File: src/rtl/axi_rd_config.svh
`ifndef AXI_RD_CONFIG_SVH
`define AXI_RD_CONFIG_SVH

// Bus widths, fixed per build
`define AXI_ADDR_W 32
`define AXI_DATA_W 32
`define AXI_LEN_W  8

// Native write credits granted after reset
`define WR_CREDITS 4

`define AXI_BYTES (`AXI_DATA_W / 8)

`endif

File: src/rtl/axi_pkg.sv
`include "axi_rd_config.svh"

package axi_pkg;

   typedef enum logic [1:0] {
      FIXED = 2'd0,
      INCR  = 2'd1,
      WRAP  = 2'd2
   } axi_burst_e;

   typedef enum logic [1:0] {
      OKAY   = 2'd0,
      EXOKAY = 2'd1,
      SLVERR = 2'd2,
      DECERR = 2'd3
   } axi_resp_e;

   // Read address channel, master to slave
   typedef struct packed {
      logic                  arvalid;
      logic [`AXI_ADDR_W-1:0] araddr;
      logic [`AXI_LEN_W-1:0]  arlen;
      logic [2:0]             arsize;
      axi_burst_e             arburst;
   } axi_ar_t;

   // Read data channel, slave to master
   typedef struct packed {
      logic                   rvalid;
      logic [`AXI_DATA_W-1:0] rdata;
      axi_resp_e              rresp;
      logic                   rlast;
   } axi_r_t;

endpackage

File: src/rtl/xfer_pkg.sv
`include "axi_rd_config.svh"

package xfer_pkg;

   // Transfer command from the control port
   typedef struct packed {
      logic [`AXI_ADDR_W-1:0] addr;
      logic [`AXI_LEN_W-1:0]  len;
   } xfer_req_t;

   // One native memory write
   typedef struct packed {
      logic                   valid;
      logic [`AXI_ADDR_W-1:0] addr;
      logic [`AXI_DATA_W-1:0] wdata;
      logic [`AXI_BYTES-1:0]  wstrb;
   } wr_beat_t;

   typedef enum logic [1:0] {
      IDLE    = 2'd0,
      ADDR_HS = 2'd1,
      READ    = 2'd2
   } ctrl_state_e;

endpackage

File: src/rtl/rd_burst_ctrl.sv
`timescale 1ns/1ns
`include "axi_rd_config.svh"

module rd_burst_ctrl (
   input  logic                  clk_i,
   input  logic                  rst_i,
   input  logic                  run_i,
   input  logic [`AXI_LEN_W-1:0] len_i,
   input  logic                  ar_done_i,
   input  axi_pkg::axi_r_t       r_i,
   input  logic                  has_credit_i,
   output logic                  start_o,
   output logic                  rready_o,
   output logic                  beat_o,
   output logic                  ready_o,
   output logic                  error_o
);

   xfer_pkg::ctrl_state_e state_q;
   xfer_pkg::ctrl_state_e state_d;

   logic [`AXI_LEN_W-1:0] len_q;
   logic [`AXI_LEN_W-1:0] count_q;
   logic                  last_beat;
   logic                  beat_err;
   logic                  err_q;

   assign start_o = (state_q == xfer_pkg::IDLE) && run_i && ready_o;

   // No credit left means the sink could overflow, so stall R
   assign rready_o = (state_q == xfer_pkg::READ) && has_credit_i;
   assign beat_o   = r_i.rvalid && rready_o;

   assign last_beat = (count_q == len_q);

   // rlast must line up with the final beat, in either direction
   assign beat_err = (r_i.rresp != axi_pkg::OKAY) || (r_i.rlast != last_beat);

   always_comb begin
      state_d = state_q;
      case (state_q)
         xfer_pkg::IDLE: begin
            if (start_o) begin
               state_d = xfer_pkg::ADDR_HS;
            end
         end
         xfer_pkg::ADDR_HS: begin
            if (ar_done_i) begin
               state_d = xfer_pkg::READ;
            end
         end
         xfer_pkg::READ: begin
            if (beat_o && last_beat) begin
               state_d = xfer_pkg::IDLE;
            end
         end
         default: begin
            state_d = xfer_pkg::IDLE;
         end
      endcase
   end

   always_ff @(posedge clk_i, posedge rst_i) begin
      if (rst_i) begin
         state_q <= xfer_pkg::IDLE;
      end else begin
         state_q <= state_d;
      end
   end

   always_ff @(posedge clk_i) begin
      if (start_o) begin
         len_q <= len_i;
      end
   end

   // Beat count and error accumulation
   always_ff @(posedge clk_i, posedge rst_i) begin
      if (rst_i) begin
         count_q <= '0;
         err_q   <= 1'b0;
         ready_o <= 1'b1;
         error_o <= 1'b0;
      end else if (start_o) begin
         count_q <= '0;
         err_q   <= 1'b0;
         ready_o <= 1'b0;
         error_o <= 1'b0;
      end else if (beat_o) begin
         count_q <= count_q + 1'b1;
         err_q   <= err_q | beat_err;
         if (last_beat) begin
            ready_o <= 1'b1;
            error_o <= err_q | beat_err;
         end
      end
   end

endmodule

File: src/rtl/ar_channel.sv
`timescale 1ns/1ns
`include "axi_rd_config.svh"

module ar_channel (
   input  logic                clk_i,
   input  logic                rst_i,
   input  logic                start_i,
   input  xfer_pkg::xfer_req_t req_i,
   input  logic                arready_i,
   output axi_pkg::axi_ar_t    ar_o,
   output logic                ar_done_o
);

   logic                   arvalid_q;
   logic [`AXI_ADDR_W-1:0] araddr_q;
   logic [`AXI_LEN_W-1:0]  arlen_q;

   assign ar_done_o = arvalid_q && arready_i;

   always_ff @(posedge clk_i, posedge rst_i) begin
      if (rst_i) begin
         arvalid_q <= 1'b0;
      end else if (start_i) begin
         arvalid_q <= 1'b1;
      end else if (ar_done_o) begin
         arvalid_q <= 1'b0;
      end
   end

   always_ff @(posedge clk_i) begin
      if (start_i) begin
         araddr_q <= req_i.addr;
         arlen_q  <= req_i.len;
      end
   end

   always_comb begin
      ar_o.arvalid = arvalid_q;
      ar_o.araddr  = araddr_q;
      ar_o.arlen   = arlen_q;
      // Full-width beats only
      ar_o.arsize  = 3'($clog2(`AXI_BYTES));
      ar_o.arburst = axi_pkg::INCR;
   end

endmodule

File: src/rtl/wr_addr_gen.sv
`timescale 1ns/1ns
`include "axi_rd_config.svh"

module wr_addr_gen (
   input  logic                   clk_i,
   input  logic                   rst_i,
   input  logic                   start_i,
   input  logic [`AXI_ADDR_W-1:0] base_i,
   input  logic                   beat_i,
   input  logic [`AXI_DATA_W-1:0] rdata_i,
   output xfer_pkg::wr_beat_t     wr_o
);

   logic [`AXI_ADDR_W-1:0] addr_q;
   logic                   valid_q;
   logic [`AXI_ADDR_W-1:0] wr_addr_q;
   logic [`AXI_DATA_W-1:0] wdata_q;

   // Address of the next beat to arrive
   always_ff @(posedge clk_i) begin
      if (start_i) begin
         addr_q <= base_i;
      end else if (beat_i) begin
         addr_q <= addr_q + `AXI_ADDR_W'(`AXI_BYTES);
      end
   end

   always_ff @(posedge clk_i, posedge rst_i) begin
      if (rst_i) begin
         valid_q <= 1'b0;
      end else begin
         valid_q <= beat_i;
      end
   end

   always_ff @(posedge clk_i) begin
      if (beat_i) begin
         wr_addr_q <= addr_q;
         wdata_q   <= rdata_i;
      end
   end

   always_comb begin
      wr_o.valid = valid_q;
      wr_o.addr  = wr_addr_q;
      wr_o.wdata = wdata_q;
      wr_o.wstrb = '1;
   end

endmodule

File: src/rtl/credit_counter.sv
`timescale 1ns/1ns
`include "axi_rd_config.svh"

module credit_counter (
   input  logic clk_i,
   input  logic rst_i,
   input  logic beat_i,
   input  logic credit_i,
   output logic has_credit_o
);

   localparam int CNT_W = $clog2(`WR_CREDITS + 1);

   localparam logic [CNT_W-1:0] CNT_MAX = CNT_W'(`WR_CREDITS);

   logic [CNT_W-1:0] count_q;

   // Credit is taken when the beat is accepted, before it shows on wr_o
   always_ff @(posedge clk_i, posedge rst_i) begin
      if (rst_i) begin
         count_q <= CNT_MAX;
      end else begin
         case ({beat_i, credit_i})
            2'b10: begin
               if (count_q != '0) begin
                  count_q <= count_q - 1'b1;
               end
            end
            2'b01: begin
               if (count_q != CNT_MAX) begin
                  count_q <= count_q + 1'b1;
               end
            end
            // Consume and return together cancel out
            default: begin
               count_q <= count_q;
            end
         endcase
      end
   end

   assign has_credit_o = (count_q != '0);

endmodule

File: src/rtl/axi_rd_dma.sv
`timescale 1ns/1ns

module axi_rd_dma (
   input  logic                clk_i,
   input  logic                rst_i,
   input  logic                run_i,
   input  xfer_pkg::xfer_req_t req_i,
   output logic                ready_o,
   output logic                error_o,
   output axi_pkg::axi_ar_t    ar_o,
   input  logic                arready_i,
   input  axi_pkg::axi_r_t     r_i,
   output logic                rready_o,
   output xfer_pkg::wr_beat_t  wr_o,
   input  logic                credit_i
);

   logic start;
   logic ar_done;
   logic has_credit;
   logic beat;

   rd_burst_ctrl u_ctrl (
      .clk_i       (clk_i),
      .rst_i       (rst_i),
      .run_i       (run_i),
      .len_i       (req_i.len),
      .ar_done_i   (ar_done),
      .r_i         (r_i),
      .has_credit_i(has_credit),
      .start_o     (start),
      .rready_o    (rready_o),
      .beat_o      (beat),
      .ready_o     (ready_o),
      .error_o     (error_o)
   );

   ar_channel u_ar (
      .clk_i    (clk_i),
      .rst_i    (rst_i),
      .start_i  (start),
      .req_i    (req_i),
      .arready_i(arready_i),
      .ar_o     (ar_o),
      .ar_done_o(ar_done)
   );

   wr_addr_gen u_addr_gen (
      .clk_i  (clk_i),
      .rst_i  (rst_i),
      .start_i(start),
      .base_i (req_i.addr),
      .beat_i (beat),
      .rdata_i(r_i.rdata),
      .wr_o   (wr_o)
   );

   credit_counter u_credits (
      .clk_i       (clk_i),
      .rst_i       (rst_i),
      .beat_i      (beat),
      .credit_i    (credit_i),
      .has_credit_o(has_credit)
   );

endmodule

File: config.mk
export PLATFORM = sky130hd
export DESIGN_NAME = axi_rd_dma
export DESIGN_NICKNAME = d
export VERILOG_FILES = /design/src/rtl/axi_pkg.sv /design/src/rtl/xfer_pkg.sv /design/src/rtl/rd_burst_ctrl.sv /design/src/rtl/ar_channel.sv /design/src/rtl/wr_addr_gen.sv /design/src/rtl/credit_counter.sv /design/src/rtl/axi_rd_dma.sv
export VERILOG_INCLUDE_DIRS = /design/src /design/src/rtl
export SDC_FILE = /design/constraint.sdc
export NUM_CORES = 1
export LEC_CHECK = 0
export BUFFER_PORTS_ARGS = -buffer_cell sky130_fd_sc_hd__buf_2
export CORE_UTILIZATION = 45
export CTS_CLUSTER_SIZE = 20
export DETAILED_ROUTE_END_ITERATION = 12
export PLACE_DENSITY = 0.75
export SETUP_SLACK_MARGIN = 0.1
export SLEW_MARGIN = 20
export SYNTH_ARGS = -nofsm -noshare
export SYNTH_HDL_FRONTEND = slang
export SYNTH_HIERARCHICAL = 1
export SYNTH_SLANG_ARGS = --single-unit
File: constraint.sdc
create_clock -name clk_i -period 7.3 [get_ports clk_i]
set_clock_uncertainty 0.2 [all_clocks]
set_input_delay 0.365 -clock clk_i [delete_from_list [all_inputs] [get_ports clk_i]]
set_output_delay 0.365 -clock clk_i [all_outputs]
set_load 0.01 [all_outputs]
==> impl_summary.log <==
INFO  metric status = complete, no violations
INFO  metric routed_wire_length_per_instance = 16.3 um
INFO  metric maxSlewHeadroom = 0.311
INFO  metric antenna_violations_before_repair = 0
INFO  metric cts_num_sinks = 162
INFO  metric cells_along_the_critical_path = or3_2 > nand4b_2 > clkinv_2 > buf_4 > nor2b_1 > xnor2_1 > ha_1 > nor4b_2 > a21oi_1 > o22ai_1
INFO  metric switching_power = 0.359 mW
INFO  metric yosys.area.top_type_share = 0.671
INFO  metric int_pwr = 1.54 mW
INFO  metric power_switching_share = 0.189
INFO  metric synth_async_sr_flop_share = 0.111
INFO  metric number_of_endpoints_with_negative_hold_slack_in_the_final_report = 0
INFO  metric cp_required = 7440 ps
INFO  metric leakage = 3.50 nW
INFO  metric total_power_of_the_final_layout = 1.90 mW
INFO  metric clock-root-buffer = sky130_fd_sc_hd__clkbuf_16
INFO  metric ff_to_ff_path_depth = 10
INFO  metric post_synth_inst_count = 434
INFO  metric num_rows = 43
INFO  metric ys.flop_type = sky130_fd_sc_hd__edfxtp_1
INFO  metric maximum_number_of_pins_on_one_net_before_global_route_repair = 92
INFO  metric design.die.area = 14800 um2
INFO  metric nNetsFinal = 783
INFO  metric synth.lib_cells_used.distinct = 50
INFO  metric tightestPinTransition = 1030 ps
INFO  metric first_pass_grt_wire_length = 22.2 mm
INFO  metric num_antenna_cells = 0
INFO  metric powerDensity = 216 nW/um2
INFO  metric seqPwrFrac = 0.528
INFO  metric portBuffers = 189
INFO  metric worstSetupEndpointType = register
INFO  metric crit_family = simple AND/OR/NAND/NOR gates
INFO  metric rr_endpoint = u_credits/count_q[2]$_DFFE_PP1P_
INFO  metric synth_edf_count = 144
INFO  metric design.core.area = 13900 um2
INFO  metric cp_data_arrival_time = 3720 ps
INFO  metric overall_routing_resource_usage = 0.204
INFO  metric min_from = arready_i
INFO  metric die_width = 122 um
INFO  metric finalSetupViolations = 0
INFO  metric post-synth-top-count-cell = sky130_fd_sc_hd__edfxtp_1
INFO  metric clock_power_share = 0.437
INFO  metric setup.worst_path.class = register to register
INFO  metric comb_power_share = 0.035
INFO  metric finalWirelength = 14.6 mm
INFO  metric route.detailed.drc = 0
INFO  metric crit_path_start_kind = register
INFO  metric fillCellCount = 1045
INFO  metric grt.busiest_layer = met2
INFO  metric number_of_buffers_inserted_during_clock_tree_synthesis = 17
INFO  metric avgViaCountPerCell = 5.12
INFO  metric max_cap_viol_count = 0
INFO  metric rsz0062_at_grt = false
INFO  metric slowest_stage = sky130_fd_sc_hd__or3_2
INFO  metric tritoncts_clock_tree = done
INFO  metric final_instance_area = 8790 um2
INFO  metric detail_route.iter0.violations = 275
INFO  metric die_h = 122 um
INFO  metric postSynthRegisterBits = 162
INFO  metric grtUsageMet1 = 0.256
INFO  metric area.growth.synth_to_final = 36.4%
INFO  metric timing.critical_path.fanout_max = 58
INFO  metric gr-usage-met2 = 0.333
INFO  metric htreeDepth = 4
INFO  metric clock.fmax = 0.279 GHz
INFO  metric yosys.area.top_type = sky130_fd_sc_hd__edfxtp_1
INFO  metric hold_critical_path_endpoint = u_ar/arvalid_q$_DFFE_PP0P_
INFO  metric vias_post_dr = 4565
INFO  metric report.final.slew_viol_count = 0
INFO  metric groute.layer.met3.usage = 0.0534
INFO  metric synth-seq-area-share = 0.741
INFO  metric finalWorstPathRequiredPeriod = 3590 ps
INFO  metric hold-worst-slack = 25.6 ps
INFO  metric tritonroute_pass_1_iters = 7
INFO  metric timing.critical_path.buf_inv = 2
INFO  metric postPlaceCellArea = 7510 um2
INFO  metric worst-r2r-setup-slack = 3710 ps
INFO  metric initial_utilization = 0.463
INFO  metric power.ir.vdd_worst = 0.132 mV
INFO  metric first_global_vias = 4447
INFO  metric worst_path_largest_cell_delay = 510 ps
INFO  metric synth-warning-count = 6
INFO  metric r2r-start = u_credits/count_q[1]$_DFFE_PP0P_
INFO  metric cts_max_path_bufs = 2
INFO  metric path_clk_slew = 60 ps
INFO  metric finalWeightedCongestion = 0.840
INFO  metric timing.hold.worst_path_depth = 3
INFO  metric drt.antenna.violating_nets = 0
INFO  metric io_pins = 199
INFO  metric synthTopCellsByArea = sky130_fd_sc_hd__edfxtp_1, sky130_fd_sc_hd__dfrtp_1, sky130_fd_sc_hd__xnor2_1
INFO  metric clk_latency = 420 ps
INFO  metric min_period_over_period = 0.491
INFO  metric netlist_top_cells_count = sky130_fd_sc_hd__edfxtp_1, sky130_fd_sc_hd__nand2_1, sky130_fd_sc_hd__nor2_1, sky130_fd_sc_hd__o21ai_0, sky130_fd_sc_hd__xnor2_1
INFO  metric place.detailed.hpwl = 9.21 mm
INFO  metric overflow = 0
INFO  metric tns_setup = 0 ps
INFO  metric worstHoldPathType = input pin to register
INFO  metric syn_avg_cell_area = 14.9 um2
INFO  metric layout-drive-gt1-share = 0.329
INFO  metric synthesis.area = 6450 um2
cell families after synthesis:
kind of cell | synth area share
flip-flops | 0.741
AND/OR/NAND/NOR | 0.120
AO/OA/AOI/OAI | 0.0534
buffers and inverters | 0.0299
XOR/XNOR | 0.0435
adder cells (fa/ha/maj) | 0.00582
other | 0.00175
multiplexers | 0.00505
metal layers:
layer,up-vias,share of wire
met5,-,0
met4,0,0.019
met3,26,0.081
met2,217,0.47
met1,2168,0.43
li1,2154,-
what timing repair did:
action | 4_1_cts | 5_1_grt
hold buffers | 73 | 0
setup buffers | 0 | 0
resized for setup | 0 | 0
hold endpoints to repair | 97 | 0
worst max path at each step:
stage | start | to | slack [ps] | cells after the start
after floorplan | u_ctrl/ready_o$_DFFE_PP1P_ | u_addr_gen/addr_q[24]$_DFFE_PN_ | 4050 | 7
after global placement | u_credits/count_q[2]$_DFFE_PP1P_ | u_addr_gen/addr_q[13]$_DFFE_PN_ | 3960 | 5
after detailed placement | u_credits/count_q[1]$_DFFE_PP0P_ | u_credits/count_q[2]$_DFFE_PP1P_ | 3740 | 10
after CTS | u_credits/count_q[1]$_DFFE_PP0P_ | u_credits/count_q[2]$_DFFE_PP1P_ | 3730 | 10
after global routing | u_credits/count_q[1]$_DFFE_PP0P_ | u_credits/count_q[2]$_DFFE_PP1P_ | 3470 | 10
final | u_credits/count_q[1]$_DFFE_PP0P_ | u_credits/count_q[2]$_DFFE_PP1P_ | 3710 | 10
through the flow:
stage | setup WS [ps] | util | instances
floorplan | 4050 | - | 440
global placement | 3960 | 0.539 | 787
detailed placement | 3740 | 0.539 | 787
CTS | 3730 | 0.631 | 892
global route | 3470 | 0.631 | 892
finish | 3710 | 0.631 | 892
worst min-delay path: stages:
cell	delay [ps]
sky130_fd_sc_hd__buf_2	100
sky130_fd_sc_hd__inv_1	40
sky130_fd_sc_hd__a21o_1	100
cells in the final DEF, fill, tap and decap left out, types with 3 or more instances in the layout:
| cell | Yosys | routed |
|---|---|---|
| sky130_fd_sc_hd__a31oi_1 | 15 | 15 |
| sky130_fd_sc_hd__and2_1 | 3 | 3 |
| sky130_fd_sc_hd__and3_1 | 5 | 5 |
| sky130_fd_sc_hd__and4_1 | 6 | 6 |
| sky130_fd_sc_hd__buf_2 | 1 | 189 |
| sky130_fd_sc_hd__clkbuf_1 | 9 | 3 |
| sky130_fd_sc_hd__clkbuf_16 | 0 | 17 |
| sky130_fd_sc_hd__clkinv_1 | 1 | 5 |
| sky130_fd_sc_hd__clkinv_2 | 0 | 4 |
| sky130_fd_sc_hd__clkinvlp_4 | 0 | 3 |
| sky130_fd_sc_hd__conb_1 | 3 | 9 |
| sky130_fd_sc_hd__dfrtp_1 | 16 | 16 |
| sky130_fd_sc_hd__dlygate4sd3_1 | 0 | 73 |
| sky130_fd_sc_hd__edfxtp_1 | 144 | 144 |
| sky130_fd_sc_hd__ha_1 | 3 | 3 |
| sky130_fd_sc_hd__inv_1 | 9 | 8 |
| sky130_fd_sc_hd__nand2_1 | 33 | 33 |
| sky130_fd_sc_hd__nand3_1 | 15 | 15 |
| sky130_fd_sc_hd__nand4_1 | 14 | 14 |
| sky130_fd_sc_hd__nor2_1 | 26 | 26 |
| sky130_fd_sc_hd__nor3_1 | 3 | 3 |
| sky130_fd_sc_hd__nor3_2 | 3 | 3 |
| sky130_fd_sc_hd__o21ai_0 | 26 | 26 |
| sky130_fd_sc_hd__o31ai_1 | 6 | 6 |
| sky130_fd_sc_hd__or3_1 | 8 | 8 |
| sky130_fd_sc_hd__or4_1 | 8 | 8 |
| sky130_fd_sc_hd__xnor2_1 | 21 | 21 |
| sky130_fd_sc_hd__xor2_1 | 11 | 11 |
layout make-up:
type	count	area [um2]	area share
clock buffer	20	437	0.0497
clock inverter	12	116	0.0132
inverter	12	47.5	0.00541
multi-input combinational	242	1500	0.170
sequential	162	4780	0.543
tap	180	225	0.0256
timing repair buffer	264	1690	0.192
flip-flops by register name, summed over array words and instances, names as in the netlist:
signal,count
u_addr_gen/addr_q,32
u_ar/arvalid_q,1
u_ar/arlen_q,8
u_addr_gen/valid_q,1
u_ctrl/err_q,1
u_addr_gen/wdata_q,32
u_ctrl/len_q,8
u_ctrl/ready_o,1
u_ctrl/state_q,2
u_ctrl/error_o,1
u_ctrl/count_q,8
u_addr_gen/wr_addr_q,32
u_ar/araddr_q,32
u_credits/count_q,3
power by group through the flow:
stage	registers [mW]	clock network (mW)	logic [mW]
final	1.00	0.831	0.0659
after global routing	1.00	0.885	0.0714
after CTS	1.00	0.850	0.0645
after detailed placement	1.02	0	0.0344
after global placement	1.02	0	0.0326
after floorplan	1.02	0	0.0112
Power figures use the tool's default switching activity.
